==> src/design/bp_pkg.sv <==
`default_nettype none

package bp_pkg;

    localparam int addr_width = 30;
    localparam int idx_width = 6;
    localparam int table_depth = 1 << idx_width;
    localparam int hist_width = 6;
    localparam int stack_len = 8;
    localparam int ras_ptr_width = $clog2(stack_len);

    localparam logic [addr_width-1:0] reset_pc = 30'h0700_0000;

    typedef logic [idx_width-1:0] idx_t;
    typedef logic [hist_width-1:0] hist_t;
    typedef logic [ras_ptr_width-1:0] ras_ptr_t;

    typedef enum logic [2:0] {
        not_jump      = 3'd0,
        direct_jump   = 3'd1,
        ret           = 3'd4,
        indirect_jump = 3'd5,
        call          = 3'd6,
        jump          = 3'd7
    } kind_t;

    typedef struct packed {
        kind_t                 kind;
        logic                  taken;
        logic [addr_width-1:0] npc;
        hist_t                 lh;   // local history used for the lookup
        hist_t                 gh;   // global history used for the lookup
    } pred_t;

    // built by execute from a returned pred_t and the real outcome
    typedef struct packed {
        logic [addr_width-1:0] addr;
        kind_t                 kind;
        logic                  taken;
        logic [addr_width-1:0] npc;
        hist_t                 lh;
        hist_t                 gh;
        logic                  mis_taken;
        logic                  mis_npc;
    } resolve_t;

endpackage

`default_nettype wire
==> src/design/pred_table.sv <==
`default_nettype none

module pred_table import bp_pkg::*; #(
    parameter type entry_t = logic
) (
    input  logic   clk,
    input  logic   rstn,
    input  logic   rd_en,
    input  idx_t   rd_idx,
    output entry_t rd_data,
    input  logic   wr_en,
    input  idx_t   wr_idx,
    input  entry_t wr_data
);

    entry_t mem [table_depth];

    always_ff @(posedge clk) begin
        if (!rstn) begin
            for (int i = 0; i < table_depth; i++) begin
                mem[i] <= entry_t'(0);
            end
            rd_data <= entry_t'(0);
        end else begin
            if (wr_en) begin
                mem[wr_idx] <= wr_data;
            end
            if (rd_en) begin
                // same index write wins
                rd_data <= (wr_en && wr_idx == rd_idx) ? wr_data : mem[rd_idx];
            end
        end
    end

endmodule

`default_nettype wire

==> config.mk <==
export PLATFORM = sky130hd
export DESIGN_NAME = pred_table
export DESIGN_NICKNAME = d
export VERILOG_FILES = /design/src/design/bp_pkg.sv /design/src/design/pred_table.sv
export SDC_FILE = /design/constraint.sdc
export NUM_CORES = 1
export LEC_CHECK = 0
export BUFFER_PORTS_ARGS = -buffer_cell sky130_fd_sc_hd__buf_2
export CAP_MARGIN = 20
export CORE_MARGIN = 2
export CORE_UTILIZATION = 35
export DETAILED_ROUTE_END_ITERATION = 12
export SLEW_MARGIN = 10
export SYNTH_ARGS = -nofsm -noshare
export SYNTH_HDL_FRONTEND = slang
export SYNTH_SLANG_ARGS = --single-unit
==> constraint.sdc <==
create_clock -name clk -period 2 [get_ports clk]
set_input_delay 0.2 -clock clk [delete_from_list [all_inputs] [get_ports clk]]
set_output_delay 0.2 -clock clk [all_outputs]
set_load 0.02 [all_outputs]
Word-level counts from Yosys, hierarchy flattened. Memory sizes are Yosys's and may differ from the RTL's. A register that Yosys moved wholly into a read port is not among the register bits. Cells that the tools add are included.

Mux-type cells: 7. Reduce and logical (&&, ||, !) cells: 2.

Operator list (number): $mux W1 (6); $mux W6 (1); $logic_not A1 Y1 (1); $reduce_or A1 Y1 (1).

Bits in registers: 0. RAM bits: 64. Input bits: 17. Output and inout bits: 1. Word-level logic and storage cells: 10. Memories: 1.

Memories: mem (depth 64, bits a word 1, read ports 1, clocked after Yosys merged registers in 1, write ports 64, RTL line pred_table.sv:16) `entry_t mem [table_depth];`.

Logic depth before layout (Yosys ltp).
Depth in word-level cells: 5. Mapped depth: 7. Depth with buffers taken out: 5.

Worst setup path before layout. Ideal clock, no wire load.

Kind: in2reg. Start point: in rd_idx[0]. End point: reg rd_data (read register of mem). Setup time: 0.138 ns. Arrival time: 1.581 ns. Required time: 1.862 ns. Setup slack: 0.282 ns. Cell stages on the path: 7. Cell sequence: buf_6 > buf_8 > mux4_2 > mux2i_1 > o21ai_0 > a2111oi_0 > a2111oi_1.

RTL lines: from (decl) (RTL line pred_table.sv:9) `input idx_t rd_idx,`; to (decl) (RTL line pred_table.sv:10) `output entry_t rd_data,`.

==> metrics.md <==
| Metric | Value |
|---|---|
| Outcome | `finished, final reports clean` |
| Via density | `between 5 and 6` |
| Clock latency on the worst-skew pair | `0.35 ns` |
| DR pass1 iterations | `5` |
| FF+latch area | `approximately 0.0013 mm²` |
| Cts hold-fix bufs | `0` |
| Vias in the first global route | `between 2000 and 3000` |
| Clock transition at path regs | `0.07 ns` |
| Worst hold stages | `3` |
| Root buffer cell | `clkbuf_8` |
| Crit path cell chain | `mux4_1 -> a41oi_1 -> o41ai_1 -> a2111oi_0 -> a2111oi_1` |
| Total number of H-tree levels | `3` |
| Placed instance area | `between 0.003 and 0.004 mm²` |
| Final Hold Fails | `0` |
| DIE AREA | `0.0105 mm²` |
| Fmax | `around 560 MHz` |
| Critical-path top delay cell | `mux4_1` |
| Largest net degree at the start of global routing | `66` |
| Crit end category | `flip-flop` |
| Fillers | `938` |
| Total number of vias | `between 3000 and 4000` |
| Global-route usage over all layers | `between 15 and 20%` |
| Die Width | `around 100 µm` |
| Final Max Slew Viols | `0` |
| Maximum vdd drop | `between 0.3 and 0.4 mV` |
| DRT antenna net count | `0` |
| Leakage | `about 1.6 nW` |
| CTS buffer count | `9` |
| Finished Cell Area | `approximately 0.0038 mm²` |
| Crit path launch type | `flip-flop` |
| Worst r2r src | `mem[22]` |
| Worst Hold Margin | `0.138 ns` |
| Critical path depth | `5` |
| Worst path arrival time | `1.99 ns` |
| Clock buffer depth | `2` |
| Ant diodes | `0` |
| Ys flop type | `dfxtp_1` |
| Synthesized Nets | `approximately 430` |
| Final WL | `~9 mm` |
| Initial Util | `36.3%` |
| Non-Filler Instances | `roughly 560` |
| Mapped Cells | `between 400 and 500` |
| Clock sinks | `65` |
| Crit Path Max Fanout | `2` |
| Initial DRC count | `232` |
| Synth top area share | `38.4%` |
| GPL Wtd Cong | `between 0.8 and 0.9` |
| Crit share post-route | `approximately nine tenths` |
| Synth Area per Inst | `8.12 µm²` |
| I/O Buffers | `17` |
| Final setup vio count | `0` |
| Seq cells post-synth | `65` |
| Top-count cell post-synth | `nand2_1` |
| FFs w/ async S/R, synth | `0%` |
| # placed instances | `between 500 and 600` |
| Synth area leader | `dfxtp_1` |
| Core Region | `between 0.009 and 0.01 mm²` |
| Io pins | `18` |
| Unrepaired setup endpoints after global routing | `no` |
| Critical path class | `flip-flop to flip-flop` |
| Crit Reg-Reg Endpoint | `rd_data` |
| Flop2flop setup slack | `0.23 ns` |
| Worst endpoint required time | `approximately 2.2 ns` |
| Cell Pwr Density | `about 700 mW/mm²` |
| GRT Residual Overflow | `0` |
| Area of the multi-input gates | `roughly 0.0019 mm²` |
| CTS tree | `done` |
| Total power | `~0.0027 W` |
| First-pass GRT wire length | `~15 mm` |
| Worst R2R Path Depth | `5` |
| Largest cells by area after synthesis | `dfxtp_1 38%, nand2_1 12%, nand3_1 12%` |
| Max Cap Viol | `0` |
| Sequential area share after synthesis | `roughly two fifths` |
| Min-delay worst type | `input port to flip-flop` |
| Die Y | `slightly above 100 µm` |
| Syn. warnings | `0` |
| Routed wire length per instance | `around 16 µm` |
| Setup crit start | `mem[22]` |
| DPL Wire Length | `around 5.7 mm` |
| Row count | `35` |
| Worst path top cell family by delay | `compound AO/OA/AOI/OAI gates` |
| Crit path to | `rd_data` |
| Post CTS Setup Buffer Count | `0` |
| Worst-Margin Slew | `roughly 0.7 ns` |
| # resized after CTS | `0` |
| Post-route core utilization | `around two fifths` |
| Share of layout cells above drive strength 1 | `between 20% and 30%` |
| Netlist Area Pre-Place | `0.00338 mm²` |
| P&R area growth vs syn | `12.9%` |
| Number of remaining DRC errors | `0` |
| Synth unique cells | `35` |
| Synth cell count leaders | `110 x nand2_1, 82 x nand3_1, 65 x dfxtp_1, 28 x clkbuf_1` |
| Nets@finish | `442` |
| Clk_skew | `0.00899 ns` |
| CP Buf/Inv Count | `0` |
| Worst path max stage delay | `0.50 ns` |
| Initial antenna violation count | `0` |
| EDFF count, synth | `0` |
| Worst relative slew slack | `52.0%` |
| Crit path time final | `1.77 ns` |
## stage by stage
step                setup TNS, ns  setup slack (ns)
detailed placement        -0.0285           -0.0285
global route                    0            0.0701
CTS                             0             0.233
finish                          0             0.227
floorplan                       0             0.282
global placement                0            0.0178
## worst min path at each step
stage | start | to | slack, ns
detailed placement | mem[29] | mem[29] | 0.44
finish | rd_en | rd_data | 0.14
CTS | rd_en | rd_data | 0.13
global placement | mem[22] | mem[22] | 0.44
global route | rd_en | rd_data | 0.14
floorplan | rd_en | rd_data | 0.36
## report_power, final
part           internal (W)  switching (W)
logic             0.0000774       0.000160
registers           0.00130     0.00000321
clock network      0.000633       0.000494
total               0.00201       0.000657
## cells in the final DEF, fill, tap and decap left out, types with 9 or more instances in the layout
cell type    n
nand2_1    110
nand3_1     82
dfxtp_1     65
a21oi_1     24
a31o_2      24
buf_4       21
buf_2       17
clkbuf_8    11
mux4_2      10
nor2_1       9
## sequential cells by signal, summed over array words and instances (netlist names)
signal	count
rd_data	1
mem	64
## worst register-to-register path, stage by stage (launching register included)
cell,delay [ns]
dfxtp_1,0.32
mux4_1,0.50
a41oi_1,0.22
o41ai_1,0.09
a2111oi_0,0.42
a2111oi_1,0.09
## per-layer routing
layer  GRT usage, %  vias up  part of all wire [%]
li1               -     1486                     -
met5              0        -                     0
met3           4.65       22                   7.1
met4           8.72        0                   3.0
met2           26.4      115                    44
met1           25.5     1436                    46
## kinds of logic (layout without fill, tap and decap cells)
family | count (synthesis) | after routing | share of synthesized area, %
xor+xnor | 6 | 6 | 1.55
compound gates | 59 | 59 | 12.6
simple gates | 223 | 223 | 29.5
flops | 65 | 65 | 38.4
mux | 20 | 20 | 12.0
buf+inv | 44 | 56 | 5.88
## area by class of cell
| class | count | share of cell area [%] |
|---|---|---|
| multi-input cells | 308 | 49.6 |
| flip-flops and latches | 65 | 34.0 |
| repair buffers | 39 | 6.87 |
| well taps | 129 | 4.22 |
| clock buffers | 12 | 4.06 |
| clock inverters | 3 | 1.05 |
| inverters | 2 | 0.196 |
(Power assumes the default switching activity.)
