<file path="src/design/bp_pkg.sv">
`default_nettype none

package bp_pkg;

    localparam int addr_width = 30;
    localparam int idx_width = 6;
    localparam int table_depth = 1 << idx_width;
    localparam int hist_width = 6;
    localparam int stack_len = 8;
    localparam int ras_ptr_width = $clog2(stack_len);

    localparam logic [addr_width-1:0] reset_pc = 30'h0700_0000;

    typedef logic [idx_width-1:0] idx_t;
    typedef logic [hist_width-1:0] hist_t;
    typedef logic [ras_ptr_width-1:0] ras_ptr_t;

    typedef enum logic [2:0] {
        not_jump      = 3'd0,
        direct_jump   = 3'd1,
        ret           = 3'd4,
        indirect_jump = 3'd5,
        call          = 3'd6,
        jump          = 3'd7
    } kind_t;

    typedef struct packed {
        kind_t                 kind;
        logic                  taken;
        logic [addr_width-1:0] npc;
        hist_t                 lh;   // local history used for the lookup
        hist_t                 gh;   // global history used for the lookup
    } pred_t;

    // built by execute from a returned pred_t and the real outcome
    typedef struct packed {
        logic [addr_width-1:0] addr;
        kind_t                 kind;
        logic                  taken;
        logic [addr_width-1:0] npc;
        hist_t                 lh;
        hist_t                 gh;
        logic                  mis_taken;
        logic                  mis_npc;
    } resolve_t;

endpackage

`default_nettype wire
</file>
<file path="src/design/target_predictor.sv">
`default_nettype none

module target_predictor import bp_pkg::*; (
    input  logic                  clk,
    input  logic                  rstn,
    input  logic                  stall,
    input  idx_t                  idx,
    input  logic [addr_width-1:0] pc_reg,
    input  kind_t                 kind,
    input  logic                  taken,
    input  logic                  update_en,
    input  resolve_t              ex,
    input  idx_t                  ex_idx,
    output logic [addr_width-1:0] npc
);

    logic [addr_width-1:0] btb [table_depth];
    logic [addr_width-1:0] stack [stack_len];
    logic [addr_width-1:0] btb_q;
    logic [addr_width-1:0] fall_pc;
    ras_ptr_t              ptr;     // next free slot
    ras_ptr_t              top_ptr;
    logic                  btb_wr;
    logic                  push;
    logic                  pop;

    assign btb_wr = update_en && ex.taken && ex.kind != not_jump && ex.kind != ret;
    assign fall_pc = pc_reg + addr_width'(1);
    assign top_ptr = ptr - ras_ptr_t'(1);
    assign push = !stall && taken && kind == call;
    assign pop = !stall && taken && kind == ret;

    always_ff @(posedge clk) begin
        if (!rstn) begin
            for (int i = 0; i < table_depth; i++) begin
                btb[i] <= '0;
            end
            btb_q <= '0;
        end else begin
            if (btb_wr) begin
                btb[ex_idx] <= ex.npc;
            end
            if (!stall) begin
                btb_q <= (btb_wr && ex_idx == idx) ? ex.npc : btb[idx];
            end
        end
    end

    // return stack, pointer wraps on overflow
    always_ff @(posedge clk) begin
        if (!rstn) begin
            for (int i = 0; i < stack_len; i++) begin
                stack[i] <= '0;
            end
            ptr <= '0;
        end else if (push) begin
            stack[ptr] <= fall_pc;
            ptr <= ptr + ras_ptr_t'(1);
        end else if (pop) begin
            ptr <= top_ptr;
        end
    end

    always_comb begin
        if (!taken) begin
            npc = fall_pc;
        end else if (kind == ret) begin
            npc = stack[top_ptr];
        end else begin
            npc = btb_q;
        end
    end

endmodule

`default_nettype wire

</file>
<file path="config.mk">
export PLATFORM = sky130hd
export DESIGN_NAME = target_predictor
export DESIGN_NICKNAME = d
export VERILOG_FILES = /design/src/design/bp_pkg.sv /design/src/design/target_predictor.sv
export SDC_FILE = /design/constraint.sdc
export NUM_CORES = 2
export LEC_CHECK = 0
export ABC_AREA = 1
export BUFFER_PORTS_ARGS = -buffer_cell sky130_fd_sc_hd__buf_4
export CAP_MARGIN = 30
export CORE_UTILIZATION = 35
export DETAILED_ROUTE_END_ITERATION = 8
export PLACE_DENSITY = 0.57
export SLEW_MARGIN = 15
export SYNTH_ARGS = -nofsm -noshare
export SYNTH_HDL_FRONTEND = slang
export SYNTH_SLANG_ARGS = --single-unit
</file>
<file path="constraint.sdc">
create_clock -name clk -period 6.4 [get_ports clk]
set_input_delay 1.6 -clock clk [delete_from_list [all_inputs] [get_ports clk]]
set_output_delay 1.6 -clock clk [all_outputs]
set_load 0.01 [all_outputs]
</file>
# Word-level counts from Yosys, hierarchy flattened

Memory sizes are Yosys's and may differ from the RTL's. A register that Yosys moved wholly into a read port is not among the register bits.
Cells that the tools add are included.

Magnitude comparators: 0
Shift operators: 0
$mul: 0
Div/mod/pow operators: 0
Muxes and demuxes: 17
Add/sub/neg operators: 3
Equal/unequal tests: 3
Bitwise gates (word level): 0
Reduce and logical (&&, ||, !) cells: 13

Operators by type and width:

| kind                                             | count |
|---|---|
| 2-to-1 mux 30 bit                                | 4 |
| OR reduction 30 bit                              | 2 |
| adder 30 x 1 -> 30 bit, second input constant    | 1 |
| 2-to-1 mux 1 bit                                 | 9 |
| 2-to-1 mux 3 bit                                 | 3 |
| == test 3 bit, second input constant             | 2 |
| logical AND 1 bit                                | 6 |
| 2-to-1 mux 6 bit                                 | 1 |
| adder 3 x 1 -> 3 bit, second input constant      | 1 |
| logical NOT 1 bit                                | 3 |
| inequality test 3 bit, second input constant     | 1 |
| nonzero test 3 bit                               | 1 |
| subtractor 3 x 1 -> 3 bit, second input constant | 1 |
| nonzero test 2 bit                               | 1 |

Output and inout port bits: 30
Register bits: 3
Input bits: 128
Memory bits (read-only): 0
Latch bits: 0
Memories kept: 2
Memory bits (writable): 2160

Memories:

| memory | depth | bits a word | read ports | clocked after memory_dff | wr ports | RTL line               | RTL |
|---|---|---|---|---|---|---|---|
| btb    | 64    | 30          | 1          | 1                        | 64       | target_predictor.sv:17 | `logic [addr_width-1:0] btb [table_depth];` |
| stack  | 8     | 30          | 1          | 0                        | 8        | target_predictor.sv:18 | `logic [addr_width-1:0] stack [stack_len];` |

# Depth between registers and ports, before layout

Depth in word-level cells: 8
Depth in mapped cells: 15
Gate-level depth less buffers: 11

# Worst setup path before layout

Ideal clock, no wire load.

Kind: input -> output
From: input port pc_reg[0]
To: output port npc[22]
Buffers on the path: 0
Setup slack: 1.659 ns
Arrival time: 3.141 ns
Stages: 11
Path through: ha_1 > nand2_1 > nor2_4 > nand3_2 > nor2_2 > nand2_2 > nor3_1 > nand2_1 > xor2_1 > inv_2 > o21ai_0

Cells in the longest elaborated chain, start to end: 2

Ends and longest elaborated chain:

| element                | RTL line               | RTL |
|---|---|---|
| start, declared        | target_predictor.sv:8  | `input logic [addr_width-1:0] pc_reg,` |
| adder 30 x 1 -> 30 bit | target_predictor.sv:28 | `assign fall_pc = pc_reg + addr_width'(1);` |
| 2-to-1 mux 30 bit      | target_predictor.sv:65 | `if (!taken) begin` |
| end, declared          | target_predictor.sv:14 | `output logic [addr_width-1:0] npc` |

No other way between the ends.

# Final worst setup path

From: register ptr[0]
To: output port npc[11]

Cells in the longest elaborated chain, start to end: 4

Ends and longest elaborated chain:

| element                   | RTL line               | RTL |
|---|---|---|
| start, declared           | target_predictor.sv:21 | `ras_ptr_t ptr;` |
| start signal, assigned    | target_predictor.sv:58 | `ptr <= ptr + ras_ptr_t'(1);` |
| start signal, assigned    | target_predictor.sv:60 | `ptr <= top_ptr;` |
| subtractor 3 x 1 -> 3 bit | target_predictor.sv:29 | `assign top_ptr = ptr - ras_ptr_t'(1);` |
| memory (8 x 30 bit)       | --                     |  |
| 2-to-1 mux 30 bit         | target_predictor.sv:67 | `end else if (kind == ret) begin` |
| 2-to-1 mux 30 bit         | target_predictor.sv:65 |  |

No other way between the ends.

==> run metrics <==
post-route cell area=111000 sq um; Syn Area/Cell=9.65 sq um; VDD IR max=0.214 mV; CP Data Required Time=4.80 ns; area leader, netlist=edfxtp_1; RePlAce Congestion=0.904; met3 Usage GRT=0.0337; vias in the first global route=69534; Hold Crit Class=reg -> reg; max_slew headroom=0.159; GR Util met2=0.348; crit end category=output port; Worst Path Arrival=4.12 ns; CTS max path bufs=4; crit-path most repeated cell=o21ai_0; kind of critical path=reg -> out; FFs w/ async S/R, synth=0; CP max FO=46; GRT busiest layer=met2; GRT Resource Usage Total=0.222; Syn-to-layout area delta=11.3%; core area=283000 sq um; wire length per cell=23.5 um; Achievable Freq=0.175 GHz; most frequent cells in the layout=nand2_1, nor2_1, edfxtp_1; ranking of synthesized cells by area=edfxtp_1, nand2_1, nor2_1; Clock Skew=0.0482 ns; Tcrit/Tclk final=0.893; dominant synthesized flop cell=edfxtp_1; met1 usage=0.310; htree depth=4; ANT nets after route=0; status=finished, final reports clean; Post-CTS Setup Bufs=0; PD cells=292 nW/um^2; Crit-path slowest cell=inv_1; Tmin final=5.72 ns; Final nets=10158; clk sinks=2193; Slew @ Worst Pin=1.26 ns; starting density of the core=0.352; flop2flop setup slack=3.51 ns; residual DRC count=0; Syn Inst Count=10319; die width=535 um; die area=287000 sq um; commonest non-fill, non-tap cell in the layout=nand2_1; Std-Cell Rows=195; CTS clk-pin slew, worst paths=0.06 ns; Synth Cell Area=99500 sq um; I/O Buffers=112; multi-input logic area=29800 sq um; vias per cell=5.41; Yosys reg bits=2193; I/O pin count=158; Final setup violation count=0; crit path launch type=flop; number of synthesized flops with an enable pin=2160; Synthesis Warnings=0; initial antenna violation count=15; final WL=327000 um; root buf cell=clkbuf_16; register area=65500 sq um; RSZ-0062 raised after global routing=false; CTS tree=yes; Critical path origin=ptr[0]; DP HPWL=193000 um; Starting DRT DRC Count=9206; sequential area share after synthesis=0.658; Worst R2R Path Depth=6; R2R Path Start=ptr[0]; largest net degree at the start of global routing=201; Final Hold Fails=0; share of cells above drive strength 1=0.0738; dpl cell area=104000 sq um; grt ovf=0; # Max-Cap Violations=0; fillers=27574; later-pin clock latency in the skew report=0.90 ns; drt pass-1 iters=6; CP max stage delay=0.46 ns; Vias=75493; Post-Route Setup TNS=0 ns; r2r endpoint=stack[2][23]; crit-path cells=clkinv_2 -> ha_1 -> inv_1 -> buf_12 -> o21ai_0 -> o221ai_1 -> o21ai_0 -> nand2_1 -> o21ai_0 -> o21ai_0 -> buf_4; Inserted Clock Buffers=226; Die Ht=535 um; first-pass GRT wire length=474000 um; synth unique cells=38; post_cts resized=0; Hold-fix buffers, CTS=0; Max Slew Vio Count=0; CP endpoint=npc[11]; Synth top area share=0.652; Lkg Pwr=42.4 nW; net count after synthesis=10450
==> worst max-delay path, delay by kind of cell, from the launching register on <==
family,cells,cell delay [ns]
and+or+nand+nor,1,0.10
AOI/OAI and AO/OA,5,1.07
buffers and inverters,4,1.26
adders and majority gates,1,0.43
DFF,1,0.35
==> registers in the layout, summed over array words and instances, names as in the netlist <==
register / count
ptr: 3
stack: 240
btb_q: 30
btb: 1920
==> per-layer routing <==
layer	part of all wire	wire, um	vias to the layer above
met5	0.000037	12	-
met4	0.040	13200	2
met3	0.096	31400	525
met2	0.45	149000	3770
met1	0.41	134000	37180
li1	-	-	34016
==> power breakdown <==
part	switching, mW	leakage, nW	internal (mW)
Sequential	0.196	21.0	16.4
Combinational	2.23	18.1	0.668
Clock	5.55	3.39	7.23
==> cell usage after synthesis (4+ instances only) <==
master,count
edfxtp_1,2160
xor2_1,12
nor2_1,2324
nand3_1,1657
nor3_1,15
o221ai_1,35
xnor2_1,11
o21ai_0,198
clkinv_1,9
nand4_1,8
dfxtp_1,33
nor4_1,4
buf_2,293
a22oi_1,5
nand2_1,2695
a21oi_1,56
or2_2,6
clkbuf_1,550
buf_1,51
inv_1,79
o22ai_1,30
buf_4,18
inv_2,19
nor3_2,8
and3_1,9
o211ai_1,14
==> metrics by stage <==
step | hold slack (ns) | power, mW | util | setup WS (ns) | std cells
detailed placement | 0.532 | 19.8 | 0.367 | 0.885 | 13539
floorplan | 0.499 | 18.5 | - | 1.66 | 10319
global route | 0.590 | 33.2 | 0.392 | 0.463 | 13949
global placement | 0.535 | 19.7 | 0.367 | 0.833 | 13534
finish | 0.552 | 32.3 | 0.392 | 0.684 | 13949
CTS | 0.551 | 32.4 | 0.392 | 0.693 | 13941
==> worst min-delay path by stage <==
stage                    from        end  cells past startpoint
floorplan           btb_q[23]  btb_q[23]                      2
global placement    btb_q[26]  btb_q[26]                      2
detailed placement  btb_q[22]  btb_q[22]                      2
CTS                 btb_q[22]  btb_q[22]                      2
global route        btb_q[22]  btb_q[22]                      2
finish              btb_q[22]  btb_q[22]                      2
==> layout make-up <==
cell class	count	area share
Multi-Input combinational cell	7105	0.269
Inverter	108	0.00431
Sequential cell	2193	0.591
Clock inverter	108	0.00856
Antenna cell	5	0.000113
Tap cell	3743	0.0423
Timing Repair Buffer	393	0.0306
Clock buffer	294	0.0541
==> cell families (layout without fill, tap and decap cells) <==
family / count (synthesis) / count (layout) / synth area share
AND/OR/NAND/NOR: 6736 / 6736 / 0.277
AO/OA/AOI/OAI: 342 / 342 / 0.0194
XOR/XNOR: 24 / 24 / 0.00219
other: 0 / 5 / 0
adder cells (fa/ha/maj): 3 / 3 / 0.000377
buffers and inverters: 1021 / 903 / 0.0430
flip-flops: 2193 / 2193 / 0.658
No activity file was read; power rests on OpenSTA's default activity.
