### src/design/bp_pkg.sv
`default_nettype none

package bp_pkg;

    localparam int addr_width = 30;
    localparam int idx_width = 6;
    localparam int table_depth = 1 << idx_width;
    localparam int hist_width = 6;
    localparam int stack_len = 8;
    localparam int ras_ptr_width = $clog2(stack_len);

    localparam logic [addr_width-1:0] reset_pc = 30'h0700_0000;

    typedef logic [idx_width-1:0] idx_t;
    typedef logic [hist_width-1:0] hist_t;
    typedef logic [ras_ptr_width-1:0] ras_ptr_t;

    typedef enum logic [2:0] {
        not_jump      = 3'd0,
        direct_jump   = 3'd1,
        ret           = 3'd4,
        indirect_jump = 3'd5,
        call          = 3'd6,
        jump          = 3'd7
    } kind_t;

    typedef struct packed {
        kind_t                 kind;
        logic                  taken;
        logic [addr_width-1:0] npc;
        hist_t                 lh;   // local history used for the lookup
        hist_t                 gh;   // global history used for the lookup
    } pred_t;

    // built by execute from a returned pred_t and the real outcome
    typedef struct packed {
        logic [addr_width-1:0] addr;
        kind_t                 kind;
        logic                  taken;
        logic [addr_width-1:0] npc;
        hist_t                 lh;
        hist_t                 gh;
        logic                  mis_taken;
        logic                  mis_npc;
    } resolve_t;

endpackage

`default_nettype wire
### src/design/index_hash.sv
`default_nettype none

module index_hash import bp_pkg::*; #(
    parameter int in_width = addr_width,
    parameter int h_width = hist_width
) (
    input  logic [in_width-1:0] data,
    input  logic [h_width-1:0]  hist,
    output idx_t                index
);

    // xor of idx_width slices, lowest slice first
    always_comb begin
        index = '0;
        for (int i = 0; i < in_width; i++) begin
            index[i % idx_width] ^= data[i];
        end
        for (int j = 0; j < h_width; j++) begin
            index[j % idx_width] ^= hist[j];
        end
    end

endmodule

`default_nettype wire

### config.mk
export PLATFORM = sky130hd
export DESIGN_NAME = index_hash
export DESIGN_NICKNAME = d
export VERILOG_FILES = /design/src/design/bp_pkg.sv /design/src/design/index_hash.sv
export SDC_FILE = /design/constraint.sdc
export NUM_CORES = 1
export LEC_CHECK = 0
export BUFFER_PORTS_ARGS = -buffer_cell sky130_fd_sc_hd__buf_4
export CORE_AREA = 2 2 39 41
export DETAILED_ROUTE_END_ITERATION = 8
export DIE_AREA = 0 0 41 43
export GPL_TIMING_DRIVEN = 1
export PLACE_DENSITY = 0.66
export RECOVER_POWER = 25
export REMOVE_ABC_BUFFERS = 1
export SLEW_MARGIN = 20
export SYNTH_ARGS = -nofsm -noshare
export SYNTH_HDL_FRONTEND = slang
export SYNTH_SLANG_ARGS = --single-unit
### constraint.sdc
create_clock -name vclk -period 0.8
set_clock_uncertainty 0.15 [all_clocks]
set_input_delay 0.08 -clock vclk [all_inputs]
set_output_delay 0.08 -clock vclk [all_outputs]
set_load 0.02 [all_outputs]
# Word-level counts from Yosys, hierarchy flattened
# Cells that the tools add are included.
# W data, S select, Z words.
dict set report op_classes {
  bitwise_logic 30
}
# cell count
set ops {}
lappend ops {{$xor A1 B1 Y1} 30}
dict set report word_totals {
  reg_bits 0
  input_bits 36
  output_inout_bits 6
}

# Logic depth before layout (Yosys ltp)
# Gate-level depths: netlist of the first run.
dict set report depth {
  word_depth 5
  ltp_mapped 2
}

# Worst setup path before layout of the first run
# OpenSTA, ideal clock, no wires.
dict set report synth_timing {
  path_type {in2out}
  startpoint {in data[6]}
  endpoint {out index[0]}
  t_arrival_ns 0.706
  required_time_ns 0.570
  setup_slack_ns -0.136
  stages 2
  path_buffers 0
  path_cell_list {xnor2_1 > xnor3_1}
}
dict set report synth_via {
  elab_chain_len 5
}
# item line
set synth_rtl {}
lappend synth_rtl {{start: declaration} index_hash.sv:7} ;# input logic [in_width-1:0] data,
lappend synth_rtl {{$xor A1 B1 Y1 (4 in a row)} index_hash.sv:16} ;# index[i % idx_width] ^= data[i];
lappend synth_rtl {{$xor A1 B1 Y1} index_hash.sv:19} ;# index[j % idx_width] ^= hist[j];
lappend synth_rtl {{end: declaration} index_hash.sv:9} ;# output idx_t index
# Every way passes these cells.

# Final worst setup path of the first run
# Same ends and word-level chain as after synthesis.

==> flow_summary.ini, run 1 <==
[run_status]
status = finished with violations
violations = negative setup slack

[sta]
rsz0062_at_grt = yes
whs_ns = 0.435
fin_crit_ns = 1.10
final_hold_viol_count = 0
worst_pin_slew_ns = 0.158
setup_ws_ns = -0.300
finalCritPeriodShare = 1.38
slew_headroom = 0.894
finalSetupViolCount = 6
slew_viol_final = 0
fmax_mhz = 909
fin_setup_tns_ns = -1.76

[critical_path]
crit_chain = buf_4, xnor2_2, xnor3_1, buf_6
cp.required_ns = 0.57
crit_fanout = 1
cp-end-kind = output port
worst_path_max_delay_cell = xnor3_1
cp-start-kind = primary input
crit_path_end = index[0]
startpoint = data[6]
worst-setup-path-type = primary input to output port
worst_ep_arrival_time_ns = 0.87
max_stage_delay_ns = 0.41

[die]
die_h_um = 43
num_rows = 14
die_x_um = 41
coreArea_mm2 = 0.00138
initial_core_util = 0.244
dieArea_mm2 = 0.00176
io_pins = 42

[layout]
seq_cells = 0
diodes = 0
seqCellArea_um2 = 0
mostFrequentLayoutCells = buf_6 (24), buf_4 (18), xnor2_2 (16)
clkbuf_count = 0
layout_commonest_cell = buf_6
final_nets = 104
area_delta_synth_final_pct = 148
drive_above_1_share = 0.879

[placed_design]
pre_cts_ws_ns = -0.376
port_buffers = 42
dpl.hpwl_um = 655
globalplace.congestion = 0.635

[run]
cap_violations = 0

[global_routing]
antenna_found_initial = 0
grt_pass1_vias = 335
grt_pass1_wl_mm = 1.16
grt_max_degree = 2
grt.overflow.total = 0
grt_usage = 0.0888

[pwr]
powerDensity_mw_per_mm2 = 1030
ir_drop_mv = 0.491
p_leak_nw = 0.453

[route]
ant_nets = 0
totalWireLength_um = 875
dr_total_vias = 342
via_per_inst = 4.17
drtIter0Drc = 0
first_pass_iters = 1
wl_per_cell_um = 10.7
drc = 0

[clocking]
ctsHoldBuffers = 0
cts_setup_buffers = 0

[yosys]
syn_area_per_cell_um2 = 14.1
yosys_warnings = 0
synth_cell_types = 3
syn-cell-area_um2 = 338
postSynthCellCount = 24
yosysSeqAreaShare = 0

[min_path]
worstHoldPathType = primary input to output port
==> stage by stage <==
stage	std cells	power, mW	instance area, µm²	utilization
floorplan	24	0.402	338	-
global placement	82	0.704	673	0.486
detailed placement	82	0.709	673	0.486
CTS	82	0.842	790	0.571
global route	82	0.909	838	0.606
finish	82	0.864	838	0.606
==> routing by layer <==
layer	share of wire	GRT usage	vias to the layer above
met4	0	0	0
met2	0.57	0.172	32
met3	0.20	0.0262	0
met1	0.24	0.0915	148
li1	-	-	162
met5	0	0	-
==> worst max-delay path: cells and delay by family <==
family / cells / cell delay (ns)
xor+xnor: 2 / 0.52
buf+inv: 2 / 0.27
==> synthesized netlist by cell type <==
library cell  instances  area share
xnor2_1              12        0.31
xnor2_2               6        0.29
xnor3_1               6        0.40
==> report_power, final <==
group          internal (mW)  switching (mW)  leakage, nW  total (mW)
Combinational          0.562           0.303        0.453       0.864
Sequential                 0               0            0           0
Clock                      0               0            0           0
==> kinds of logic (layout without fill, tap and decap cells) <==
kind of cell | after synthesis | after routing | share of synthesized area
XOR/XNOR | 24 | 24 | 1.00
buffers and inverters | 0 | 42 | 0
==> final cells by class <==
class | count | area, µm²
timing repair buffer | 42 | 405
tap | 16 | 20.0
fill | 117 | 546
multi-input combinational | 24 | 413
==> worst min-delay path by stage <==
stage	start	endpoint	depth (start not counted)
after floorplan	data[24]	index[0]	2
after global placement	data[20]	index[2]	4
after detailed placement	data[19]	index[1]	4
after CTS	data[5]	index[5]	4
after global routing	data[16]	index[4]	4
final	data[17]	index[5]	4
==> what timing repair did <==
action                                  CTS  global route
gates cloned                              0             0
endpoints found under the setup margin    6             6
resized for setup                        24            10
pin swaps                                12             9
No activity file was read; power rests on OpenSTA's default activity.
==> run 2: changes to the inputs <==
--- a/config.mk
+++ b/config.mk
@@ -5,12 +5,12 @@
 export SDC_FILE = /design/constraint.sdc
 export NUM_CORES = 1
 export LEC_CHECK = 0
+export ABC_AREA = 1
 export BUFFER_PORTS_ARGS = -buffer_cell sky130_fd_sc_hd__buf_4
-export CORE_AREA = 2 2 39 41
+export CORE_UTILIZATION = 45
 export DETAILED_ROUTE_END_ITERATION = 8
-export DIE_AREA = 0 0 41 43
 export GPL_TIMING_DRIVEN = 1
-export PLACE_DENSITY = 0.66
+export PLACE_DENSITY = 0.84
 export RECOVER_POWER = 25
 export REMOVE_ABC_BUFFERS = 1
 export SLEW_MARGIN = 20
==> constraint.sdc (replaced) <==
create_clock -name vclk -period 1.2
set_clock_uncertainty 0.15 [all_clocks]
set_input_delay 0.12 -clock vclk [all_inputs]
set_output_delay 0.12 -clock vclk [all_outputs]
set_load 0.02 [all_outputs]
==> flow_summary.ini, run 2 <==
[sta]
worst_pin_slew_ns = 0.137
finalSetupViolCount = 0
fmax_mhz = 936
slew_headroom = 0.908
finalCritPeriodShare = 0.890
fin_crit_ns = 1.07
slew_viol_final = 0
rsz0062_at_grt = no
final_hold_viol_count = 0
fin_setup_tns_ns = 0
whs_ns = 0.494

[die]
initial_core_util = 0.496
io_pins = 42
num_rows = 13
dieArea_mm2 = 0.00161
coreArea_mm2 = 0.00132
die_x_um = 40.1
die_h_um = 40.1

[pwr]
clock_power_share = 0
p_leak_nw = 0.692
seqPwrFrac = 0
ir_drop_mv = 0.258
p_sw_mw = 0.217
powerDensity_mw_per_mm2 = 429
p_int_mw = 0.205
power_switching_share = 0.514
combPwrFrac = 1.000

[route]
ant_nets = 0
first_pass_iters = 3
wl_per_cell_um = 7.34
drtIter0Drc = 10
dr_total_vias = 932
via_per_inst = 4.50
totalWireLength_mm = 1.52
drc = 0

[layout]
area_delta_synth_final_pct = 50.8
seq_cells = 0
diodes = 0
mostFrequentLayoutCells = nand2_1 (84), buf_4 (41), inv_1 (29)
drive_above_1_share = 0.255
final_nets = 230
seqCellArea_um2 = 0
clkbuf_count = 0
layout_commonest_cell = nand2_1

[placed_design]
port_buffers = 42
globalplace.congestion = 0.612
dpl.hpwl_mm = 1.42

[global_routing]
grt_pass1_wl_mm = 2.33
grt_pass1_vias = 691
grt_usage = 0.196
antenna_found_initial = 0
grt.overflow.total = 0
grt_max_degree = 4

[min_path]
hp-start = data[23]
worstHoldPathType = primary input to output port
holdPathStages = 5
worstHoldEndpoint = index[5]

[yosys]
yosys.area.top_type = nand2_1
yosysMostFrequentCell = nand2_1
ys_top_cells_by_count = nand2_1 (84), inv_1 (29), nand3_1 (12)
syn-cell-area_um2 = 653
yosys-top-cells-area = nand2_1 (48%), inv_1 (17%), nand3_1 (9.2%)
synth_top_area_frac = 0.483
syn_area_per_cell_um2 = 4.35
yosysSeqAreaShare = 0
postSynthCellCount = 150
synth_cell_types = 8
yosys_warnings = 0

[run]
cap_violations = 0

[critical_path]
cp-start-kind = primary input
cp.required_ns = 0.93
crit_fanout = 3
cp-end-kind = output port
worst-setup-path-type = primary input to output port
worst_ep_arrival_time_ns = 0.80

[clocking]
cts_resized = 0
cts_setup_buffers = 0
ctsHoldBuffers = 0

[run_status]
status = finished, final reports clean
==> run 2: changes by cell type after synthesis, sizes merged <==
cell,before,now
nor2,0,12
xor2,0,6
nand2,0,84
xnor2,18,6
nand3,0,12
xnor3,6,0
inv,0,30
==> run 2: power groups by stage <==
stage | logic [mW] | registers [mW] | clock network [mW]
floorplan | 0.232 | 0 | 0
global placement | 0.410 | 0 | 0
detailed placement | 0.428 | 0 | 0
CTS | 0.428 | 0 | 0
global route | 0.475 | 0 | 0
finish | 0.422 | 0 | 0
==> run 2: critical path, stage by stage <==
cell and delay, ns:
buf_4 0.12, inv_1 0.06, nand2_1 0.05, nand2_1 0.09, nand2_1 0.08, nand3_1 0.08
nand2_1 0.05, buf_4 0.15
==> run 2: area by class of cell <==
| cell class | count | area (µm²) |
|---|---|---|
| multi-input combinational | 120 | 541 |
| fill | 129 | 333 |
| timing repair buffer | 42 | 313 |
| inverter | 30 | 113 |
| tap | 15 | 18.8 |
==> run 2: cells by family after synthesis <==
group,count (synthesis),synth area share
xor+xnor,12,0.161
buf+inv,30,0.172
simple gates,108,0.667
==> run 2: stage by stage <==
stage,setup slack (ns),util,instance area [µm²],power (mW),instances
6_report,0.132,0.747,985,0.422,207
3_3_place_gp,0.178,0.749,987,0.410,207
5_1_grt,0.0532,0.747,985,0.475,207
4_1_cts,0.143,0.749,987,0.428,207
3_5_place_dp,0.143,0.749,987,0.428,207
2_1_floorplan,0.386,-,653,0.232,150
==> run 2: how the worst max path moves through the flow <==
stage | from | end | slack, ns | cells after the start
3_5_place_dp | data[2] | index[2] | 0.14 | 8
3_3_place_gp | data[3] | index[3] | 0.18 | 8
6_report | hist[2] | index[2] | 0.13 | 8
2_1_floorplan | data[0] | index[0] | 0.39 | 6
4_1_cts | data[2] | index[2] | 0.14 | 8
5_1_grt | data[5] | index[5] | 0.05 | 8
==> run 2: layer usage <==
metal,vias to the layer above,GRT usage,wire length [µm]
met5,-,0,0
met4,0,0,0
met3,0,0.0111,87
met2,19,0.415,794
met1,397,0.218,638
li1,516,-,-
==> run 3: changes to the inputs <==
--- a/config.mk
+++ b/config.mk
@@ -10,7 +10,7 @@
 export CORE_UTILIZATION = 45
 export DETAILED_ROUTE_END_ITERATION = 8
 export GPL_TIMING_DRIVEN = 1
-export PLACE_DENSITY = 0.84
+export PLACE_DENSITY = 0.93
 export RECOVER_POWER = 25
 export REMOVE_ABC_BUFFERS = 1
 export SLEW_MARGIN = 20
==> constraint.sdc (replaced) <==
create_clock -name vclk -period 1.2
set_clock_uncertainty 0.15 [all_clocks]
set_input_delay 0.06 -clock vclk [all_inputs]
set_output_delay 0.06 -clock vclk [all_outputs]
set_load 0.02 [all_outputs]
==> flow_summary.ini, run 3 (same netlist as run 2, synthesis figures left out) <==
[die]
coreArea_mm2 = 0.00132
dieArea_mm2 = 0.00161
die_x_um = 40.1
io_pins = 42
initial_core_util = 0.496
num_rows = 13
die_h_um = 40.1

[pwr]
ir_drop_mv = 0.270
p_leak_nw = 0.692
total_power_mw = 0.424
powerDensity_mw_per_mm2 = 431

[layout]
clkbuf_count = 0
seqCellArea_um2 = 0
area_delta_synth_final_pct = 50.8
drive_above_1_share = 0.250
post-route-util = 0.747
diodes = 0
fillerInstances = 126
final_nets = 230
mostFrequentLayoutCells = nand2_1 (84), buf_4 (42), inv_1 (29)
layout_commonest_cell = nand2_1
seq_cells = 0

[clocking]
cts_setup_buffers = 0
cts_resized = 0
ctsHoldBuffers = 0

[critical_path]
crit_fanout = 3
cp-start-kind = primary input
cp-end-kind = output port
worst_ep_arrival_time_ns = 0.74
cp_top_family = simple AND/OR/NAND/NOR gates
worst-setup-path-type = primary input to output port
worst_path_max_delay_cell = buf_4
crit_chain = buf_4, nand2_1, inv_1, nor2_1, nand2_1, nand3_1, nand2_1, buf_4
crit_buf_inv = 3
max_stage_delay_ns = 0.15
cp.required_ns = 0.99
cpMostUsedCell = nand2_1

[placed_design]
dpl.hpwl_mm = 1.41
port_buffers = 42
pre_cts_ws_ns = 0.270
globalplace.congestion = 0.599

[global_routing]
grt_usage = 0.188
grt_max_degree = 4
grt.overflow.total = 0
antenna_found_initial = 0
grt_pass1_vias = 651
grt_pass1_wl_mm = 2.24

[run]
cap_violations = 0

[route]
ant_nets = 0
totalWireLength_mm = 1.53
first_pass_iters = 4
drtIter0Drc = 13
drc = 0
wl_per_cell_um = 7.37
via_per_inst = 4.53
dr_total_vias = 938

[min_path]
worstHoldPathType = primary input to output port

[sta]
final_hold_viol_count = 0
worst_pin_slew_ns = 0.144
setup_ws_ns = 0.251
slew_viol_final = 0
slew_headroom = 0.903
finalSetupViolCount = 0
fmax_mhz = 1050
rsz0062_at_grt = no
fin_crit_ns = 0.949
fin_setup_tns_ns = 0
finalCritPeriodShare = 0.791

[run_status]
status = finished, final reports clean
run 3: cell types whose count changed in the layout (fill, tap and decap cells not counted), sizes merged:
cell    change
buf         +1
clkbuf      -1
run 3: through the flow:
step	instance area [µm²]	hold WS, ns	instances
floorplan	653	0.207	150
global placement	987	0.371	207
detailed placement	987	0.381	207
CTS	987	0.381	207
global route	985	0.399	207
finish	985	0.377	207
run 3: final cells by class:
type               count  area (µm²)  share of cell area
inverters             30         113               0.114
well taps             15        18.8              0.0191
repair buffers        42         315               0.320
multi-input cells    120         538               0.546
run 3: worst paths after layout:
kind,start,end,cells after the start
hold / removal,data[21],index[3],5
setup / recovery,data[0],index[0],8
run 3: tightest hold or removal path: stages:
cell	delay [ns]
buf_4	0.09
xnor2_1	0.05
nand3_1	0.07
nand2_1	0.05
buf_4	0.15
run 3: power breakdown:
part | switching (mW) | internal [mW] | leakage, nW
combinational | 0.216 | 0.208 | 0.692
sequential | 0 | 0 | 0
clock | 0 | 0 | 0
total | 0.216 | 0.208 | 0.692
run 3: per-layer routing:
| metal | routed length, µm | global-route usage |
|---|---|---|
| met1 | 655 | 0.201 |
| met2 | 794 | 0.415 |
| met3 | 77 | 0 |
| met4 | 0 | 0 |
| met5 | 0 | 0 |
