### config.mk
export PLATFORM = sky130hd
export DESIGN_NAME = global_history
export DESIGN_NICKNAME = d
export VERILOG_FILES = /design/src/design/bp_pkg.sv /design/src/design/global_history.sv
export SDC_FILE = /design/constraint.sdc
export NUM_CORES = 1
export LEC_CHECK = 0
export BUFFER_PORTS_ARGS = -buffer_cell sky130_fd_sc_hd__buf_2
export CAP_MARGIN = 20
export CORE_AREA = 2 2 39 41
export CTS_CLUSTER_DIAMETER = 80
export CTS_CLUSTER_SIZE = 8
export DETAILED_ROUTE_END_ITERATION = 7
export DIE_AREA = 0 0 41 43
export HOLD_SLACK_MARGIN = 0.02
export MAX_ROUTING_LAYER = met4
export PLACE_DENSITY_LB_ADDON = 0.1
export REMOVE_ABC_BUFFERS = 1
export SLEW_MARGIN = 20
export SYNTH_ARGS = -nofsm -noshare
export SYNTH_HDL_FRONTEND = slang
export SYNTH_SLANG_ARGS = --single-unit
### constraint.sdc
create_clock -name clk -period 0.8 [get_ports clk]
set_input_delay 0.12 -clock clk [delete_from_list [all_inputs] [get_ports clk]]
set_output_delay 0.12 -clock clk [all_outputs]
set_load 0.03 [all_outputs]
### src/design/bp_pkg.sv
`default_nettype none

package bp_pkg;

    localparam int addr_width = 30;
    localparam int idx_width = 6;
    localparam int table_depth = 1 << idx_width;
    localparam int hist_width = 6;
    localparam int stack_len = 8;
    localparam int ras_ptr_width = $clog2(stack_len);

    localparam logic [addr_width-1:0] reset_pc = 30'h0700_0000;

    typedef logic [idx_width-1:0] idx_t;
    typedef logic [hist_width-1:0] hist_t;
    typedef logic [ras_ptr_width-1:0] ras_ptr_t;

    typedef enum logic [2:0] {
        not_jump      = 3'd0,
        direct_jump   = 3'd1,
        ret           = 3'd4,
        indirect_jump = 3'd5,
        call          = 3'd6,
        jump          = 3'd7
    } kind_t;

    typedef struct packed {
        kind_t                 kind;
        logic                  taken;
        logic [addr_width-1:0] npc;
        hist_t                 lh;   // local history used for the lookup
        hist_t                 gh;   // global history used for the lookup
    } pred_t;

    // built by execute from a returned pred_t and the real outcome
    typedef struct packed {
        logic [addr_width-1:0] addr;
        kind_t                 kind;
        logic                  taken;
        logic [addr_width-1:0] npc;
        hist_t                 lh;
        hist_t                 gh;
        logic                  mis_taken;
        logic                  mis_npc;
    } resolve_t;

endpackage

`default_nettype wire
### src/design/global_history.sv
`default_nettype none

module global_history import bp_pkg::*; (
    input  logic  clk,
    input  logic  rstn,
    input  logic  stall,
    input  logic  shift_en,
    input  logic  taken,
    input  logic  recover,
    input  hist_t snapshot,
    input  logic  taken_real,
    output hist_t gh
);

    always_ff @(posedge clk) begin
        if (!rstn) begin
            gh <= '0;
        end else if (recover) begin
            // history as it stood after the resolved branch
            gh <= {snapshot[hist_width-2:0], taken_real};
        end else if (!stall && shift_en) begin
            gh <= {gh[hist_width-2:0], taken}; // speculative
        end
    end

endmodule

`default_nettype wire

### Word-level counts from Yosys, hierarchy flattened

Index checks and enable logic that the tools add are counted.

| word-level totals | value |
|---|---|
| word-level logic and storage cells | 6 |
| register bits | 6 |

| operators by class | value |
|---|---|
| reduce and logical (&&, ||, !) cells | 3 |
| mux-type cells | 2 |

Operators with widths:

| cell | number |
|---|---|
| $mux W6 | 2 |
| $reduce_bool A2 Y1 | 1 |
| $logic_and A1 B1 Y1 | 1 |
| $logic_not A1 Y1 | 1 |

### Logic depth before layout (Yosys ltp)

Gate-level depths: netlist of run 1.

| depth | value |
|---|---|
| depth after elaboration | 4 |
| gate-level depth with buffers | 4 |
| mapped depth without buffers | 3 |

### Worst setup path after synthesis of run 1

Ideal clock, no wire load.

| timing path | value |
|---|---|
| kind | reg2reg |
| start | register gh[0] |
| end | register gh[1] |
| data arrival time | 0.744 ns |
| buffers on the path | 0 |
| path slack | -0.013 ns |
| setup time | 0.070 ns |
| period minus slack after synthesis | 0.813 ns |
| stages on the path, launching flop included | 3 |
| cells stage by stage | dfxtp_1 > mux2i_1 > a21oi_1 |

| between the ends | value |
|---|---|
| word-level cells in the longest chain between the ends | 2 |

Ends and longest elaborated chain:

| what | RTL line | RTL |
|---|---|---|
| from (decl) | global_history.sv:12 | `output hist_t gh` |
| from (signal assigned) | global_history.sv:20 | `gh <= {snapshot[hist_width-2:0], taken_real};` |
| from (signal assigned) | global_history.sv:22 | `gh <= {gh[hist_width-2:0], taken};` |
| $mux W6 | global_history.sv:21 | `end else if (!stall && shift_en) begin` |
| $mux W6 | global_history.sv:18 | `end else if (recover) begin` |

Every way passes these cells. The select of a mux whose other input is x is not followed.
A chain may end at the register's enable or synchronous reset.

### Worst setup path after layout of run 1

| timing path | value |
|---|---|
| start | register gh[4] |
| end | output gh[4] |

No word-level cell between the ends.

==> results of run 1 <==
area by class of cell:
type                    instances  area [µm²]
clock buffers                   3        22.5
fillers                       154         923
repair buffers                 21         153
inverters                       1        3.75
flip-flops and latches          6         128
well taps                      16        20.0
multi-input cells              19         134
logic make-up (layout without fill, tap and decap cells):
family	count (synthesis)	after routing	synth area share, %
simple gates	1	1	5.02
flops	6	6	43.8
buf+inv	3	25	7.30
mux	6	6	21.9
compound gates	12	12	21.9
worst reg2reg max path: stages (launching register included):
cell and delay (ns):
dfxtp_2 0.32, buf_4 0.13, mux2i_1 0.12, a21oi_1 0.07
per-layer routing:
metal  up-vias  share of wire [%]  global-route usage, %
li1        144                  -                      -
met4         0                  0                   4.00
met3         0                7.0                   4.71
met2         8                 53                   13.4
met5         -                  0                      -
met1       125                 40                   10.3
layout by cell type, fill, tap and decap left out, drive strengths merged:
cell,instances
a21oi,6
inv,1
clkbuf,3
o21ai,6
nor2b,1
dfxtp,6
mux2i,6
buf,21
stage by stage:
stage | total power [mW] | TNS, ns | std cells | hold slack (ns)
6_report | 0.826 | -0.0965 | 66 | 0.140
3_3_place_gp | 0.496 | -0.477 | 59 | 0.385
2_1_floorplan | 0.438 | -0.0711 | 26 | 0.258
3_5_place_dp | 0.499 | -0.542 | 59 | 0.389
5_1_grt | 0.879 | -0.276 | 66 | 0.149
4_1_cts | 0.840 | -0.155 | 66 | 0.134
power groups by stage:
stage / logic [mW] / clock network (mW) / registers (mW)
floorplan: 0.0524 / 0 / 0.386
global placement: 0.154 / 0 / 0.342
detailed placement: 0.156 / 0 / 0.343
CTS: 0.206 / 0.290 / 0.344
global route: 0.222 / 0.311 / 0.345
finish: 0.205 / 0.277 / 0.344
what timing repair did:
action | in CTS | in global routing
pin swaps | 0 | 5
resized for setup | 18 | 0
gates cloned | 0 | 0
setup buffers | 4 | 0
endpoints found under the hold margin | 0 | 0
endpoints found under the setup margin | 6 | 11
hold buffers | 0 | 0
worst min-delay path by stage:
| stage | start | end | slack (ns) | cells past startpoint |
|---|---|---|---|---|
| floorplan | rstn | gh[0] | 0.26 | 2 |
| global placement | snapshot[0] | gh[1] | 0.38 | 3 |
| detailed placement | taken_real | gh[0] | 0.39 | 3 |
| CTS | taken_real | gh[0] | 0.13 | 3 |
| global route | taken | gh[0] | 0.15 | 3 |
| finish | taken_real | gh[0] | 0.14 | 3 |
==> flow_metrics.py, run 1 <==
metrics = {
    "routing": {
        "drc": 0,
        "wl_per_cell_um": 9.79,
        "drt-total-wl_um": 646,
        "drtPass1Iterations": 2,
        "vias_per_cell": 4.20,
        "routed-via-count": 277,
        "drt_iter0_markers": 1,
        "ant_nets": 0,
    },
    "worst_setup_path": {
        "end_kind": "primary output",
        "rrSetupSlack_ns": 0.03,
        "cp_top_family": "flip-flops",
        "r2r_end": "gh[3]",
        "arrival_ns": 0.70,
        "path_max_fanout": 3,
        "slowest_stage": "dfxtp_2",
        "crit_end": "gh[4]",
        "start_kind": "flip-flop",
        "max_stage_delay_ns": 0.34,
        "path_cells": "buf_6",
        "r2r_start": "gh[2]",
        "cp-startpoint": "gh[4]",
        "rr_worst_depth": 3,
        "cp.required_ns": 0.68,
        "critPathKind": "reg2out",
        "critPathBufInv": 1,
        "cp.depth": 1,
    },
    "synth": {
        "synth-edff-count": 0,
        "ys_async_sr_fraction_pct": 0,
        "syn_avg_cell_area_um2": 9.79,
        "synth_top_area_share_pct": 43.8,
        "synth_cell_type_count": 8,
        "synth_flop_cell": "dfxtp_1",
        "synth-seq-cells": 6,
        "yosysWarnings": 0,
        "yosys.area.top_type": "dfxtp_1",
        "ys_seq_area_share_pct": 43.8,
        "synthTopCellsByCount": "a21oi_1 (6), dfxtp_1 (6), mux2i_1 (6), o21ai_0 (6)",
        "synth_area_leaders": "dfxtp_1 (44%), mux2i_1 (22%), a21oi_1 (11%), o21ai_0 (11%), nor2b_4 (5.0%)",
        "syn_area_um2": 274,
        "synthCells": 28,
    },
    "sta": {
        "final.setup_skew_ns": 0.00703,
        "finalSetupViolCount": 6,
        "rsz0062_at_grt": "yes",
        "period_minus_slack_ns": 0.823,
        "slew_headroom_pct": 80.8,
        "max_freq_ghz": 1.22,
        "slew_violations": 0,
        "setup_slack_ns": -0.0228,
        "finalCritPeriodShare_pct": 103,
        "tightest_slew_ns": 0.288,
        "hold_viol": 0,
    },
    "floorplan": {
        "die_h_um": 43,
        "die_x_um": 41,
        "start_util_pct": 19.8,
        "core_um2": 1380,
        "num_io_pins": 19,
        "rows": 14,
        "die_area_um2": 1760,
    },
    "placement": {
        "post_dp_cell_area_um2": 363,
        "port_buffers": 17,
        "place_congestion": 0.610,
        "post-dp-hpwl_um": 469,
        "dp_slack_ns": -0.103,
    },
    "clocking": {
        "clk_path_buf_depth": 2,
        "cts_tree": "done",
        "clockRootBuffer": "clkbuf_4",
        "cts_sinks": 6,
        "cts.clk_slew.worst_paths_ns": 0.05,
        "clkLatencyLatePin_ns": 0.24,
        "numCtsBuffers": 3,
        "htree_levels": 1,
    },
    "layout": {
        "nNetsFinal": 65,
        "largest_reg_flops": 6,
        "regMostFlops": "gh",
        "fin_area_um2": 460,
        "final_util_pct": 33.3,
        "reg.largest.list": "gh: 6 flops",
        "syn2layout_area_growth_pct": 68.0,
        "antennaDiodeCount": 0,
        "drive_above_1_share_pct": 62.0,
    },
    "power_and_ir_drop": {
        "clock_power_share_pct": 33.6,
        "comb_power_share_pct": 24.8,
        "power_switching_uw": 223,
        "swShare_pct": 27.1,
        "max-vdd-ir-drop_mv": 0.703,
        "power_per_cell_area_nw_per_um2": 1790,
        "leakagePower_nw": 0.215,
        "p_seq_share_pct": 41.6,
        "internal_power_uw": 602,
    },
    "status": {
        "failed_checks": "negative setup slack",
        "outcome": "finished, violations left",
    },
    "worst_hold_path": {
        "hp-class": "in2reg",
    },
    "global_route": {
        "grt_pass1_wl_mm": 1.06,
        "grt.overflow.total": 0,
        "grt_max_degree": 13,
        "grt_usage_pct": 9.26,
        "grt_antenna_before_repair": 0,
        "grt_pass1_vias": 270,
    },
    "job": {
        "max_cap_viol_count": 0,
    },
}
Note: power is estimated with default switching activity, not from simulation.
==> run 2: changes to the inputs <==
--- a/config.mk
+++ b/config.mk
@@ -7,6 +7,8 @@
 export LEC_CHECK = 0
 export BUFFER_PORTS_ARGS = -buffer_cell sky130_fd_sc_hd__buf_2
 export CAP_MARGIN = 20
+export CELL_PAD_IN_SITES_DETAIL_PLACEMENT = 0
+export CELL_PAD_IN_SITES_GLOBAL_PLACEMENT = 1
 export CORE_AREA = 2 2 39 41
 export CTS_CLUSTER_DIAMETER = 80
 export CTS_CLUSTER_SIZE = 8
==> run 2 against run 1 <==
Effect of this change:
- the run still ends with negative setup slack left
- cell area up 3.3%
- clock power up 2%
- core utilization up 1.1 points
- sequential share of layout area down 0.88 points
- clock-buffer cell count unchanged
- clock skew down 0.0033 ns
- global-route usage up 1.7 points
- critical path type unchanged
- largest power group unchanged
==> flow_metrics.py, run 2 (synthesis results as in run 1) <==
metrics = {
    "status": {
        "outcome": "finished, violations left",
        "failed_checks": "negative setup slack",
    },
    "clocking": {
        "cts_tree": "done",
        "cts.clk_slew.worst_paths_ns": 0.05,
        "htree_levels": 1,
        "cts_sinks": 6,
        "clockRootBuffer": "clkbuf_4",
        "numCtsBuffers": 3,
        "clkLatencyLatePin_ns": 0.25,
        "clk_path_buf_depth": 2,
    },
    "placement": {
        "post_dp_cell_area_um2": 363,
        "dp_slack_ns": -0.111,
        "place_congestion": 0.657,
        "placed_cells": 59,
        "port_buffers": 17,
    },
    "sta": {
        "slew_headroom_pct": 79.7,
        "hold_viol": 0,
        "fin_setup_tns_ns": -0.178,
        "setup_slack_ns": -0.0394,
        "tightest_slew_ns": 0.304,
        "max_freq_ghz": 1.19,
        "period_minus_slack_ns": 0.839,
        "whs_ns": 0.144,
        "finalSetupViolCount": 6,
        "finalCritPeriodShare_pct": 105,
        "rsz0062_at_grt": "yes",
        "final.setup_skew_ns": 0.00378,
        "slew_violations": 0,
    },
    "layout": {
        "largest_reg_flops": 6,
        "layout_common_cells": "buf_2 (11), buf_6 (10)",
        "antennaDiodeCount": 0,
        "final-seq-area_um2": 128,
        "multi_input_area_um2": 134,
        "reg.largest.list": "gh: 6 flops",
        "final_util_pct": 34.4,
        "syn2layout_area_growth_pct": 73.5,
        "fin_area_um2": 475,
        "mostFrequentLayoutCell": "buf_2",
        "nNetsFinal": 65,
        "regMostFlops": "gh",
        "fill_cells": 155,
        "drive_above_1_share_pct": 62.0,
        "final_cells": 66,
    },
    "floorplan": {
        "core_um2": 1380,
        "rows": 14,
        "die_x_um": 41,
        "die_area_um2": 1760,
        "die_h_um": 43,
        "num_io_pins": 19,
        "start_util_pct": 19.8,
    },
    "worst_setup_path": {
        "slowest_stage": "dfxtp_2",
        "rr_worst_depth": 3,
        "r2r_end": "gh[0]",
        "crit_end": "gh[3]",
        "critPathBufInv": 1,
        "arrival_ns": 0.72,
        "path_max_fanout": 3,
        "start_kind": "flip-flop",
        "max_stage_delay_ns": 0.34,
        "cp.depth": 1,
        "end_kind": "primary output",
        "cp.required_ns": 0.68,
        "cp_top_family": "flip-flops",
        "cp-startpoint": "gh[3]",
        "critPathKind": "reg2out",
        "rrSetupSlack_ns": 0.04,
        "r2r_start": "gh[0]",
        "path_cells": "buf_6",
    },
    "job": {
        "max_cap_viol_count": 0,
    },
    "power_and_ir_drop": {
        "finalPower_uw": 844,
        "leakagePower_nw": 0.218,
        "max-vdd-ir-drop_mv": 1.08,
        "power_per_cell_area_nw_per_um2": 1780,
    },
    "global_route": {
        "grt_max_degree": 13,
        "grt_pass1_vias": 257,
        "grt_pass1_wl_mm": 1.15,
        "grt_antenna_before_repair": 0,
        "grt.overflow.total": 0,
        "grt_usage_pct": 10.9,
    },
    "routing": {
        "drt_iter0_markers": 3,
        "drtPass1Iterations": 3,
        "drt-total-wl_um": 707,
        "wl_per_cell_um": 10.7,
        "vias_per_cell": 4.21,
        "drc": 0,
        "routed-via-count": 278,
        "ant_nets": 0,
    },
    "worst_hold_path": {
        "hp-class": "in2reg",
    },
}
-- run 2: cell count changes in the layout (fill, tap and decap cells not counted) --
cell	before	now
buf_4	4	0
buf_6	6	10
-- run 2: metal layers --
metal	up-vias	global-route usage (%)	wire, µm	part of all wire (%)
li1	146	-	-	-
met1	120	12.0	308	44
met2	12	13.1	343	49
met3	0	9.42	55	7.8
met4	0	6.00	0	0
met5	-	-	0	0
-- run 2: worst min path at each step --
stage                start     to  slack (ns)  cells after the start
6_report       snapshot[4]  gh[5]        0.14                      3
5_1_grt         taken_real  gh[0]        0.14                      3
4_1_cts        snapshot[4]  gh[5]        0.14                      3
3_5_place_dp   snapshot[4]  gh[5]        0.39                      3
3_3_place_gp   snapshot[4]  gh[5]        0.39                      3
2_1_floorplan         rstn  gh[0]        0.26                      2
-- run 2: worst register-to-register path, cell delays in order, from the launching register on --
cell and delay, ns:
dfxtp_2 0.32, buf_6 0.11, mux2i_1 0.13, a21oi_1 0.08
-- run 2: timing repair --
| item | in CTS | in global routing |
|---|---|---|
| setup endpoints to repair | 6 | 12 |
| pin swaps | 0 | 6 |
| gates resized for setup | 18 | 4 |
| setup buffers | 4 | 0 |
| hold buffers | 0 | 0 |
-- run 2: report_power, final --
| group | internal, mW | switching [mW] | total, mW |
|---|---|---|---|
| Clock | 0.170 | 0.112 | 0.282 |
| Combinational | 0.114 | 0.101 | 0.215 |
| Sequential | 0.328 | 0.0193 | 0.347 |
| Total | 0.611 | 0.233 | 0.844 |
-- run 2: final cells by class --
class,count,area share [%]
repair buffers,21,35.3
multi-input cells,19,28.2
flip-flops and latches,6,26.8
clock buffers,3,4.74
well taps,16,4.21
inverters,1,0.789
==> run 3: changes to the inputs <==
--- a/config.mk
+++ b/config.mk
@@ -6,18 +6,18 @@
 export NUM_CORES = 1
 export LEC_CHECK = 0
 export BUFFER_PORTS_ARGS = -buffer_cell sky130_fd_sc_hd__buf_2
-export CAP_MARGIN = 20
 export CELL_PAD_IN_SITES_DETAIL_PLACEMENT = 0
 export CELL_PAD_IN_SITES_GLOBAL_PLACEMENT = 1
 export CORE_AREA = 2 2 39 41
 export CTS_CLUSTER_DIAMETER = 80
-export CTS_CLUSTER_SIZE = 8
+export CTS_CLUSTER_SIZE = 40
 export DETAILED_ROUTE_END_ITERATION = 7
 export DIE_AREA = 0 0 41 43
 export HOLD_SLACK_MARGIN = 0.02
 export MAX_ROUTING_LAYER = met4
 export PLACE_DENSITY_LB_ADDON = 0.1
 export REMOVE_ABC_BUFFERS = 1
+export SETUP_SLACK_MARGIN = 0.15
 export SLEW_MARGIN = 20
 export SYNTH_ARGS = -nofsm -noshare
 export SYNTH_HDL_FRONTEND = slang
==> run 3 against run 2 <==
Effect of this change:
- the run still ends with negative setup slack left
- sequential share of layout area unchanged
- flip-flop and latch count is the same
- clock skew hardly changed
- sequential power about the same
- critical path depth did not move
- via count is 0.72% lower
==> flow_metrics.py, run 3 (synthesis results as in run 1) <==
metrics = {
    "status": {
        "outcome": "finished, violations left",
        "failed_checks": "negative setup slack",
    },
    "floorplan": {
        "num_io_pins": 19,
        "die_x_um": 41,
        "core_um2": 1380,
        "start_util_pct": 19.8,
        "die_area_um2": 1760,
        "die_h_um": 43,
        "rows": 14,
    },
    "global_route": {
        "grt_pass1_vias": 254,
        "grt_pass1_wl_mm": 1.15,
        "grt.overflow.total": 0,
        "grt_usage_pct": 10.9,
        "grt_antenna_before_repair": 0,
        "grt_max_degree": 13,
    },
    "worst_setup_path": {
        "critPathBufInv": 1,
        "r2r_start": "gh[4]",
        "path_max_fanout": 2,
        "slowest_stage": "dfxtp_2",
        "arrival_ns": 0.72,
        "cp.required_ns": 0.68,
        "start_kind": "flip-flop",
        "end_kind": "primary output",
        "critPathKind": "reg2out",
        "rrSetupSlack_ns": 0.03,
        "max_stage_delay_ns": 0.34,
        "path_cells": "buf_6",
        "rr_worst_depth": 3,
        "r2r_end": "gh[5]",
        "cp_top_family": "flip-flops",
    },
    "sta": {
        "hold_viol": 0,
        "finalCritPeriodShare_pct": 105,
        "fin_setup_tns_ns": -0.177,
        "final.setup_skew_ns": 0.00399,
        "tightest_slew_ns": 0.306,
        "finalSetupViolCount": 6,
        "rsz0062_at_grt": "yes",
        "slew_violations": 0,
        "setup_slack_ns": -0.0376,
        "max_freq_ghz": 1.19,
        "period_minus_slack_ns": 0.838,
        "slew_headroom_pct": 79.6,
    },
    "power_and_ir_drop": {
        "leakagePower_nw": 0.218,
        "max-vdd-ir-drop_mv": 1.08,
        "power_per_cell_area_nw_per_um2": 1770,
    },
    "layout": {
        "reg.largest.list": "gh: 6 flops",
        "regMostFlops": "gh",
        "final-seq-area_um2": 128,
        "final_cells": 66,
        "antennaDiodeCount": 0,
        "drive_above_1_share_pct": 62.0,
        "multi_input_area_um2": 134,
        "mostFrequentLayoutCell": "buf_2",
        "nNetsFinal": 65,
        "layout_common_cells": "buf_2 (11), buf_6 (10)",
        "largest_reg_flops": 6,
        "fill_cells": 155,
        "syn2layout_area_growth_pct": 73.5,
    },
    "placement": {
        "placed_cells": 59,
        "port_buffers": 17,
        "place_congestion": 0.657,
        "dp_slack_ns": -0.111,
    },
    "job": {
        "max_cap_viol_count": 0,
    },
    "clocking": {
        "clockRootBuffer": "clkbuf_4",
        "cts.clk_slew.worst_paths_ns": 0.05,
        "htree_levels": 1,
        "numCtsBuffers": 3,
        "cts_tree": "done",
        "clkLatencyLatePin_ns": 0.25,
        "cts_sinks": 6,
        "holdBufCountCts": 0,
        "clk_path_buf_depth": 2,
    },
    "routing": {
        "routed-via-count": 276,
        "drc": 0,
        "ant_nets": 0,
        "drtPass1Iterations": 2,
        "drt-total-wl_um": 693,
        "wl_per_cell_um": 10.5,
        "vias_per_cell": 4.18,
        "drt_iter0_markers": 2,
    },
    "worst_hold_path": {
        "hold_start": "snapshot[2]",
        "hold_path_end": "gh[3]",
        "hold_depth": 3,
        "hp-class": "in2reg",
    },
}
[run 3: worst max-delay path by stage]
stage          startpoint  endpoint  slack (ns)  depth (start not counted)
4_1_cts             gh[3]     gh[3]       -0.04                          1
6_report            gh[4]     gh[4]       -0.04                          1
3_5_place_dp        stall     gh[0]       -0.11                          4
2_1_floorplan       gh[0]     gh[1]       -0.01                          2
3_3_place_gp        stall     gh[0]       -0.09                          4
5_1_grt             gh[3]     gh[3]       -0.08                          1
[run 3: worst register-to-register path: cells and delay by family (launching register included)]
family	cells	cell delay [ns]
flops	1	0.33
mux	1	0.12
buf+inv	1	0.11
compound gates	1	0.08
[run 3: metrics by stage]
stage / hold slack, ns / power, mW / utilization, % / instance area (µm²)
after global placement: 0.386 / 0.496 / 26.2 / 363
after CTS: 0.136 / 0.841 / 33.5 / 464
final: 0.144 / 0.843 / 34.4 / 475
after detailed placement: 0.392 / 0.499 / 26.2 / 363
after floorplan: 0.258 / 0.438 / - / 258
after global routing: 0.136 / 0.908 / 34.4 / 475
[run 3: timing repair]
action / in CTS / in global routing
resized for setup: 19 / 3
pin swaps: 6 / 3
setup buffers: 4 / 0
setup endpoints to repair: 8 / 12
cloned: 0 / 0
[run 3: layout make-up]
cell class                 instances  area share, %
timing repair buffer              21           35.3
multi-input combinational         19           28.2
sequential                         6           26.8
clock buffer                       3           4.74
tap                               16           4.21
inverter                           1          0.789
[run 3: where the power goes]
part | switching [mW] | leakage (nW) | internal [mW]
Combinational | 0.101 | 0.153 | 0.114
Clock | 0.112 | 0.0138 | 0.170
Sequential | 0.0192 | 0.0516 | 0.328
[run 3: metal layers]
metal / share of wire, % / routed length (µm) / vias up / global-route usage, %
met5: 0 / 0 / - / -
met4: 0 / 0 / 0 / 6.00
met3: 7.9 / 55 / 0 / 9.42
met2: 49 / 339 / 12 / 13.1
met1: 43 / 298 / 119 / 12.0
li1: - / - / 145 / -
